--- src/hdl/cpu_pkg.sv ---
// shared widths, word types, opcode enum and fetch state enum
package cpu_pkg;

  localparam int PC_W = 12;              // default program counter width

  typedef logic [7:0] data_t;            // datapath word
  typedef logic [8:0] instr_t;           // {opcode[3:0], operand[4:0]}
  typedef logic [4:0] operand_t;         // imm5, register index, table index or offset
  typedef logic [2:0] reg_addr_t;        // r0..r7

  // fixed encodings, program.hex depends on them
  typedef enum logic [3:0] {
    LDI  = 4'h0,                         // r0 <- imm5
    MVR  = 4'h1,                         // r[n] <- r0
    MVA  = 4'h2,                         // r0 <- r[n]
    ADD  = 4'h3,                         // r0 <- r0 + r[n], carry out
    ADC  = 4'h4,                         // r0 <- r0 + r[n] + c
    SUB  = 4'h5,                         // wraps at 8 bits
    XOR  = 4'h6,
    SHL  = 4'h7,                         // c <- r0[7]
    CLC  = 4'h8,
    LDM  = 4'h9,                         // r0 <- mem[r[n]]
    STM  = 4'hA,                         // mem[r[n]] <- r0
    BZ   = 4'hB,                         // zero flag -> table entry k
    BPO  = 4'hC,                         // odd parity -> table entry k
    JR   = 4'hD,                         // pc += signed offset
    OUT  = 4'hE,
    HALT = 4'hF
  } opcode_e;

  typedef enum logic [1:0] {
    IDLE,                                // waiting for first req
    RUN,                                 // one instruction per clock
    HALTED                               // done high, req restarts
  } fetch_state_e;

endpackage
--- src/hdl/ctrl_if.sv ---
// decoded control bundle with decoder, alu, datapath and fetch modports
`timescale 1ns/1ps

interface ctrl_if import cpu_pkg::*; ();

  logic       reg_write;                 // register file write enable
  logic       wr_sel_r0;                 // write r0, else r[n]
  logic       mem_write;                 // STM
  logic       mem_to_reg;                // LDM write-back
  logic       alu_src;                   // immediate in place of r[n]
  opcode_e    alu_op;
  logic [1:0] branch_abs;                // [0] BZ, [1] BPO
  logic       branch_rel;                // JR
  logic       out_en;                    // OUT
  logic       halt;

  modport dec (
    output reg_write, wr_sel_r0, mem_write, mem_to_reg, alu_src, alu_op,
           branch_abs, branch_rel, out_en, halt
  );

  modport alu (input alu_op, alu_src);

  modport dp (input reg_write, wr_sel_r0, mem_write, mem_to_reg, out_en);

  modport fetch (input branch_abs, branch_rel, halt);

endinterface

--- src/hdl/fetch_unit.sv ---
// program counter, absolute branch target table and run/halt fsm
`timescale 1ns/1ps

module fetch_unit import cpu_pkg::*; #(
  parameter int D = PC_W
) (
  input  logic         clk,
  input  logic         arst_n,
  input  logic         req,               // start pulse
  input  operand_t     operand,
  input  logic         zero_q,
  input  logic         pari_q,
  ctrl_if.fetch        ctl,
  output logic [D-1:0] prog_ctr,
  output logic         running,
  output logic         done
);

  typedef logic [D-1:0] pc_t;

  fetch_state_e state_q, state_nxt;
  pc_t          pc_q, pc_nxt;
  pc_t          jr_target;
  pc_t          target_lut [32];          // absolute branch targets
  logic         abs_taken;

  // landing pads every 4 words, entry k -> address 4k
  always_comb begin
    for (int k = 0; k < 32; k++) begin
      target_lut[k] = pc_t'(k * 4);
    end
  end

  assign abs_taken = (ctl.branch_abs[0] & zero_q)
                   | (ctl.branch_abs[1] & pari_q);         // BZ / BPO condition
  assign jr_target = pc_q + {{(D-5){operand[4]}}, operand}; // sign-extended offset

  always_comb begin
    state_nxt = state_q;
    pc_nxt    = pc_q;                                     // hold unless running
    case (state_q)
      IDLE, HALTED: begin
        if (req) begin
          state_nxt = RUN;
          pc_nxt    = '0;                                 // restart at 0
        end
      end
      RUN: begin
        if (ctl.halt)            state_nxt = HALTED;      // pc frozen on HALT
        else if (ctl.branch_rel) pc_nxt = jr_target;
        else if (abs_taken)      pc_nxt = target_lut[operand];
        else                     pc_nxt = pc_q + pc_t'(1);
      end
      default: state_nxt = IDLE;
    endcase
  end

  always_ff @(posedge clk or negedge arst_n) begin
    if (!arst_n) begin
      state_q <= IDLE;
      pc_q    <= '0;
    end else begin
      state_q <= state_nxt;
      pc_q    <= pc_nxt;
    end
  end

  assign prog_ctr = pc_q;
  assign running  = (state_q == RUN);
  assign done     = (state_q == HALTED);      // level until next req

  // nothing but req may move the pc outside RUN
  assert property (@(posedge clk) disable iff (!arst_n)
    (state_q != RUN && !req) |=> $stable(pc_q))
    else $error("fetch_unit: pc changed while not running");

endmodule

--- src/flat_wrapper.sv ---
// flat-port wrapper written by rule: the top's interface ports become plain ports
module fetch_unit_flat import cpu_pkg::*;
#(
  parameter int D = PC_W
)
  (clk, arst_n, req, operand, zero_q, pari_q, prog_ctr, running, done, ctl_branch_abs, ctl_branch_rel, ctl_halt);
  ctrl_if ctl_i ();
  input  logic clk;
  input  logic arst_n;
  input  logic req;
  input  operand_t operand;
  input  logic zero_q;
  input  logic pari_q;
  output logic [D-1:0] prog_ctr;
  output logic running;
  output logic done;
  input wire logic [$bits(ctl_i.branch_abs)-1:0] ctl_branch_abs;
  input wire logic [$bits(ctl_i.branch_rel)-1:0] ctl_branch_rel;
  input wire logic [$bits(ctl_i.halt)-1:0] ctl_halt;
  assign ctl_i.branch_abs = ctl_branch_abs;
  assign ctl_i.branch_rel = ctl_branch_rel;
  assign ctl_i.halt = ctl_halt;
  fetch_unit #(.D(D)) u_core (.clk(clk), .arst_n(arst_n), .req(req), .operand(operand), .zero_q(zero_q), .pari_q(pari_q), .ctl(ctl_i), .prog_ctr(prog_ctr), .running(running), .done(done));
endmodule
--- config.mk ---
export PLATFORM = sky130hd
export DESIGN_NAME = fetch_unit_flat
export DESIGN_NICKNAME = d
export VERILOG_FILES = /design/src/hdl/cpu_pkg.sv /design/src/hdl/ctrl_if.sv /design/src/hdl/fetch_unit.sv /design/src/flat_wrapper.sv
export SDC_FILE = /design/constraint.sdc
export NUM_CORES = 1
export LEC_CHECK = 0
export BUFFER_PORTS_ARGS = -buffer_cell sky130_fd_sc_hd__clkbuf_2
export CAP_MARGIN = 5
export CORE_ASPECT_RATIO = 0.7
export CORE_MARGIN = 2
export CORE_UTILIZATION = 55
export DETAILED_ROUTE_END_ITERATION = 8
export GPL_ROUTABILITY_DRIVEN = 1
export PLACE_DENSITY_LB_ADDON = 0.2
export SETUP_SLACK_MARGIN = 0.15
export SLEW_MARGIN = 20
export SYNTH_ARGS = -nofsm -noshare
export SYNTH_HDL_FRONTEND = slang
export SYNTH_SLANG_ARGS = --single-unit
export TNS_END_PERCENT = 50
--- constraint.sdc ---
create_clock -name clk -period 3.1 [get_ports clk]
set_clock_uncertainty 0.2 [all_clocks]
set_input_delay 0.775 -clock clk [delete_from_list [all_inputs] [get_ports clk]]
set_output_delay 0.775 -clock clk [all_outputs]
set_load 0.05 [all_outputs]
Word-level counts from Yosys, hierarchy flattened
Memory sizes are Yosys's and may differ from the RTL's. Index checks and enable logic that the tools add are counted.

$add $sub $neg: 2. Magnitude comparators: 1. Eq/ne operators: 5. Mux-type cells: 10. Bitwise logic cells: 4. Reduce and logical (&&, ||, !) cells: 5.

Operators with widths (number): $mux W12 (6); $pmux W12 S2 (1); $add A12 B1 Y12 const B (1); $add A12 B12 Y12 (1); $ge A6 B6 Y1 const B (1); $not A5 Y6 (1); $mux W2 (2); $ne A2 B2 Y1 const B (2); $pmux W2 S2 (1); $reduce_and A3 Y1 (1); $and A1 B1 Y1 (2); $eq A2 B1 Y1 const B (1); $eq A2 B2 Y1 const B (1); $logic_not A2 Y1 (1); $ne A2 B1 Y1 const B (1); $reduce_and A2 Y1 (1); $reduce_bool A2 Y1 (1); $reduce_or A2 Y1 (1); $or A1 B1 Y1 (1).

Register bits after elaboration: 14. Bits in read-only memories: 384. Output and inout port bits: 14. Word-level logic and storage cells: 30. Memories: 1.

Memories: (no name shown) (words 32, width 12, read ports 1, clocked after Yosys merged registers in 0, write ports 0, line fetch_unit.sv:51) `else if (abs_taken) pc_nxt = target_lut[operand];`.

Logic depth before layout (Yosys ltp)
Gate-level depths: netlist of run 1.

Word-level depth: 8. Depth in mapped cells: 7. Mapped depth without buffers: 7.

Least setup slack after synthesis of run 1
Ideal clock, no wire load.

Path kind: input port to flip-flop. From: input operand[0]. To: register u_core.pc_q[6], in the netlist u_core.prog_ctr[6]. Data arrival time: 2.344 ns. Slack: 0.430 ns. Cell stages on the path: 7. Buffers on the path: 0. Path through: ha_1 -> fa_1 -> a211oi_4 -> o21bai_2 -> a21oi_2 -> xnor2_1 -> a221o_1.

Word-level cells in the longest chain between the ends: 8. Elaborated cells between the ends (all ways): 9. Classes of those cells: add/sub: 1; mux: 6; bitwise: 1; memory: 1.

RTL lines: from (decl) (line flat_wrapper.sv:11) `input operand_t operand;`; $not A5 Y6 (not written as such) (line fetch_unit.sv:51); $mem_v2 Z32 W12; $mux W12 (not written as such) (2 in a row) (line fetch_unit.sv:51); $mux W12 (line fetch_unit.sv:51); $mux W12 * (line fetch_unit.sv:50) `else if (ctl.branch_rel) pc_nxt = jr_target;`; $mux W12 * (line fetch_unit.sv:49) `if (ctl.halt) state_nxt = HALTED;`; $pmux W12 S2 * (line fetch_unit.sv:41) `case (state_q)`; to (signal assigned) (line fetch_unit.sv:64) `pc_q <= pc_nxt;`; to (decl) (line fetch_unit.sv:22) `pc_t pc_q, pc_nxt;`.

Every way passes the cells marked *; elsewhere a longest branch is shown, timed or not. The select of a mux whose other input is x is not followed. A chain may end at the register's enable or synchronous reset.

Worst setup path after layout of run 1
Same ends and word-level chain as after synthesis.

==> results of run 1 <==
-- layout make-up --
class / instances / area share [%]
Inverter: 4 / 0.9036
Timing Repair Buffer: 28 / 8.584
Sequential cell: 14 / 21.08
Multi-Input combinational cell: 145 / 64.38
Clock buffer: 3 / 2.485
Tap cell: 34 / 2.560
-- power by group through the flow --
stage                     sequential [mW]  clock [mW]  combinational, mW
final                               0.328       0.149              0.780
after global routing                0.341       0.158              0.843
after CTS                           0.326       0.151              0.775
after detailed placement            0.329           0              0.772
after global placement              0.324           0              0.757
after floorplan                     0.453           0              0.469
-- worst max path at each step --
stage                from            endpoint  cells after the start  slack, ns
2_1_floorplan  operand[0]  u_core.prog_ctr[6]                      7       0.43
3_3_place_gp   operand[0]  u_core.prog_ctr[6]                      8       0.27
3_5_place_dp   operand[0]  u_core.prog_ctr[6]                      8       0.21
4_1_cts        operand[0]  u_core.prog_ctr[6]                      8       0.48
5_1_grt        operand[0]  u_core.prog_ctr[8]                      8       0.36
6_report       operand[0]  u_core.prog_ctr[6]                      8       0.47
-- routing by layer --
layer / wire [um] / vias up / part of all wire [%]
li1: - / 693 / -
met1: 1833 / 693 / 49
met2: 1669 / 52 / 44
met3: 208 / 4 / 5.5
met4: 47 / 0 / 1.3
met5: 0 / - / 0
-- state kept, by name (all words and copies together), names as in the netlist --
name             flops
u_core.prog_ctr     12
u_core.state_q       2
-- metrics by stage --
step / cell area, um2 / setup slack, ns / utilization (%) / hold WS (ns) / std cells
floorplan: 1460 / 0.4301 / - / 0.2794 / 167
global placement: 1620 / 0.2712 / 64.91 / 0.4084 / 225
detailed placement: 1620 / 0.2054 / 64.91 / 0.4243 / 225
CTS: 1662 / 0.4788 / 66.57 / 0.2347 / 228
global route: 1662 / 0.3630 / 66.57 / 0.2503 / 228
finish: 1662 / 0.4726 / 66.57 / 0.2197 / 228
-- cells in the final DEF, fill, tap and decap left out, drive strengths merged, types with 4 or more instances in the layout --
master	instances
a21o	4
xnor2	4
a22o	6
ha	12
nor3	8
clkbuf	30
nand3	7
nand2	18
xor2	11
o21ai	20
a211oi	4
inv	4
a21oi	10
nor2	10
dfrtp	14
-- critical path, stage by stage --
cell      delay [ns]
clkbuf_2        0.09
ha_1            0.24
fa_1            0.47
a211oi_4        0.34
o21bai_2        0.11
a21oi_2         0.15
xnor2_1         0.07
a221o_1         0.31
-- cell families after synthesis --
logic type / Yosys count
xor gates and xnor gates: 15
AOI/OAI and AO/OA: 63
buffers and inverters: 8
DFF: 14
adders and majority gates: 13
and+or+nand+nor: 54
==> flow_summary.yaml, run 1 <==
status:
  status: "completed"
placed_design:
  gp_congestion: 0.8764
  dp.final_hpwl_um: 2937
  io_buffers: 27
flow_run:
  cap_violations: 0
grt:
  grt_pass1_vias: 1330
  grt_pass1_wl_um: 6244
  gr-total-overflow: 0
  grt_antenna_before_repair: 0
  grt_use_met3_pct: 4.556
  grt_busiest_layer: "met2"
  grt_max_degree: 15
  use_met2_pct: 43.47
  grt_usage_pct: 26.89
  grt_use_met1_pct: 37.54
timing:
  min_period_over_period_pct: 84.76
  drv_slew: 0
  setup_violations: 0
  max_freq_mhz: 380.6
  hold_viol: 0
  fin_tns_setup_ns: 0
  fin_crit_ns: 2.627
  worst_pin_slew_ns: 0.5724
  slew_headroom_pct: 61.84
  rsz0062_at_grt: "false"
routing:
  drc: 0
  ant_nets: 0
  vias_per_cell: 6.325
  dr.pass1.iters: 4
  post_drt_wl_per_cell_um: 16.48
  drt_wl_total_um: 3758
  first_iter_violations: 125
  dr_total_vias: 1442
hold_path:
  hold_class: "in2async"
yosys:
  synthMuxAreaShare_pct: 0
  synth_seq_cells: 14
  netlist_top_cells_count: "17 x nand2_1, 15 x o21ai_0, 14 x dfrtp_1"
  synth_fa_ha_area_share_pct: 11.65
  syn_inst: 167
  synth_xor_area_share_pct: 8.997
  avgSynthCellArea_um2: 8.743
  synthSimpleGateAreaFrac_pct: 19.88
  yosysWarnings: 0
  syn_area_um2: 1460
  yosys_most_used_dff: "dfrtp_1"
  synth.distinct_cells: 46
  synth_top_family_by_area: "compound AO/OA/AOI/OAI gates"
  synth_area_leaders: "dfrtp_1 24%, ha_1 10%, xor2_1 6.6%"
  synthArstFlopShare_pct: 100.0
  yosysTopAreaCellShare_pct: 23.99
  synth_area_leader_cell: "dfrtp_1"
  yosysMostFrequentCell: "nand2_1"
  synth_compound_area_share_pct: 32.73
  ys_seq_area_share_pct: 23.99
  synth-edff-count: 0
  syn-num-nets: 194
clocking:
  cts_buffers: 3
  tritoncts: "built"
  clk_path_buf_depth: 2
  ctsResizeCount: 0
  cts.clk_slew.worst_paths_ns: 0.06
  clockRootBuffer: "clkbuf_8"
  clk_latency_ns: 0.25
  clock_sinks: 14
  hold_buffers: 0
  post_cts_buffers: 0
  htreeDepth: 1
power_and_ir_drop:
  p_per_area_nw_per_um2: 756.8
  leakage_nw: 0.7438
  p_switching_uw: 663.3
  finalPower_mw: 1.258
  vdd_drop_max_mv: 0.3590
  switching_share_pct: 52.75
  p_comb_share_pct: 62.1
  internal_power_uw: 594.2
  pwr-share-seq_pct: 26.1
  clkPwrFrac_pct: 11.8
cells_and_area:
  multiInputGateArea_um2: 1070
  drive_above_1_share_pct: 23.71
  finalNetCount: 223
  syn_to_final_growth_pct: 13.80
  regArea_um2: 350.3
  num_antenna_cells: 0
  fillerInstances: 208
critical_path:
  r2r-end: "u_core.prog_ctr[6]"
  start_kind: "primary input"
  setup.worst_path.class: "in2reg"
  reg2reg_from: "u_core.prog_ctr[0]"
  crit_fanout: 4
  reg2reg_slack_ns: 0.52
  critPathCaptureType: "flip-flop"
  reg2reg_depth: 7
  arrival_ns: 2.56
  critical_path_required_ns: 3.03
floorplan:
  start_util_pct: 58.50
  die_h_um: 47.11
  dieArea_um2: 3090
  ios: 28
  core_um2: 2496
  num_rows: 15
  die-width_um: 65.59
Note: power is estimated with default switching activity, not from simulation.
==> run 2, diff against run 1 <==
CORE_UTILIZATION = 50   (was 55)
clock period = 2.2 ns   (was 3.1 ns; I/O delays follow)
==> run 2 against run 1 <==
Net effect:
- the flow now finishes with violations (setup timing)
- total power up 71%
- non-clock buffer count rose by 36
- worst hold slack lost 0.21 ns
- sequential cell count is the same
- clock power is 73% higher
- combinational power up 88%
- global-route usage up 3.1 points
==> flow_summary.yaml, run 2 (same netlist as run 1, synthesis figures left out) <==
status:
  status: "complete, but fails checks"
  violations: "setup timing"
power_and_ir_drop:
  internal_power_mw: 1.083
  switching_share_pct: 49.62
  p_switching_mw: 1.067
  p_per_area_nw_per_um2: 1068
  p_comb_share_pct: 68.3
  clkPwrFrac_pct: 12.0
  pwr-share-seq_pct: 19.7
  leakage_nw: 0.9329
  vdd_drop_max_mv: 0.6130
  finalPower_mw: 2.150
cells_and_area:
  final_common_cell: "buf_4"
  largest_register_ffs: 12
  fillerInstances: 196
  syn_to_final_growth_pct: 37.87
  final_area_um2: 2013
  postLayoutCoreUtil_pct: 72.35
  finalNetCount: 259
  mostFrequentLayoutCells: "35 x buf_4, 27 x clkbuf_2, 17 x nand2_1"
  drive_above_1_share_pct: 39.83
  num_antenna_cells: 0
  regArea_um2: 355.3
  multiInputGateArea_um2: 1122
critical_path:
  setup.worst_path.class: "reg2reg"
  critical_path_required_ns: 2.13
  crit_fanout: 4
  critPathCaptureType: "flip-flop"
  start_kind: "flip-flop"
  arrival_ns: 2.22
  reg2reg_slack_ns: -0.09
routing:
  dr.pass1.iters: 4
  drt_wl_total_um: 4750
  dr_total_vias: 1708
  drc: 0
  vias_per_cell: 6.397
  post_drt_wl_per_cell_um: 17.79
  ant_nets: 0
  first_iter_violations: 276
placed_design:
  io_buffers: 27
  postPlaceCellArea_um2: 1861
  dp.final_hpwl_um: 3448
  gp_congestion: 0.9628
floorplan:
  die-width_um: 68.59
  ios: 28
  num_rows: 16
  dieArea_um2: 3375
  start_util_pct: 52.47
  core_um2: 2783
  die_h_um: 49.21
grt:
  grt_antenna_before_repair: 0
  grt_usage_pct: 30.01
  grt_pass1_wl_um: 7714
  grt_max_degree: 15
  gr-total-overflow: 0
  grt_pass1_vias: 1607
timing:
  max_freq_mhz: 436.3
  hold-worst-slack_ns: 0.006439
  hold_viol: 0
  drv_slew: 0
  rsz0062_at_grt: "true"
  worst_pin_slew_ns: 0.5956
  fin_crit_ns: 2.292
  slew_headroom_pct: 60.29
  setup_violations: 5
  min_period_over_period_pct: 104.2
  worst_slack_ns: -0.09194
clocking:
  cts.clk_slew.worst_paths_ns: 0.06
  clockRootBuffer: "clkbuf_8"
  htreeDepth: 1
  clk_latency_ns: 0.25
  clock_sinks: 14
  tritoncts: "built"
  clk_path_buf_depth: 2
  hold_buffers: 0
  cts_buffers: 3
flow_run:
  cap_violations: 0
hold_path:
  hold_class: "in2async"
==> run 2: layer usage <==
metal | up-vias | track usage, % | wire length, um
met4 | 0 | 9.667 | 158
li1 | 763 | - | -
met5 | - | 0 | 0
met3 | 22 | 3.464 | 447
met2 | 116 | 46.96 | 2157
met1 | 807 | 42.39 | 1987
==> run 2: final cells by class <==
class                           count  share of cell area (%)
Multi-Input combinational cell    145                   55.75
Sequential cell                    14                   17.65
Tap cell                           36                   2.237
Clock buffer                        4                   2.735
Inverter                            4                  0.7458
Timing Repair Buffer               64                   20.88
==> run 2: repair_timing <==
item	CTS	global route
setup buffers	4	3
pin swaps	10	17
gates resized for setup	3	9
setup endpoints to repair	7	9
==> run 2: worst max-delay path, stage by stage, from the launching register on <==
cell	delay [ns]
dfrtp_4	0.49
ha_4	0.17
fa_2	0.37
a211oi_4	0.31
o21bai_2	0.09
a21oi_2	0.13
xnor2_1	0.09
a221o_1	0.31
==> run 2: final timing paths <==
check | cells past startpoint | end | from
hold / removal | 1 | u_core.prog_ctr[0] | arst_n
setup reg to reg | 7 | u_core.prog_ctr[6] | u_core.prog_ctr[0]
max in group asynchronous | 1 | u_core.prog_ctr[0] | arst_n
hold reg to reg | 1 | u_core.prog_ctr[8] | u_core.prog_ctr[8]
min in group clk | 3 | u_core.state_q[1] | req
setup / recovery | 7 | u_core.prog_ctr[6] | u_core.prog_ctr[0]
==> run 2: through the flow <==
| stage | setup TNS, ns | setup WS, ns | std cells |
|---|---|---|---|
| final | -0.2682 | -0.09194 | 267 |
| after global routing | -0.7676 | -0.1778 | 267 |
| after CTS | -0.1489 | -0.07521 | 264 |
| after detailed placement | -1.210 | -0.2601 | 256 |
| after global placement | -0.9954 | -0.2119 | 256 |
| after floorplan | -0.3617 | -0.1184 | 167 |
==> run 2: power groups by stage <==
stage / Sequential [mW] / Combinational (mW) / Clock, mW
floorplan: 0.646 / 0.667 / 0
finish: 0.423 / 1.47 / 0.258
CTS: 0.416 / 1.39 / 0.255
detailed placement: 0.418 / 1.34 / 0
global route: 0.430 / 1.58 / 0.274
global placement: 0.416 / 1.30 / 0
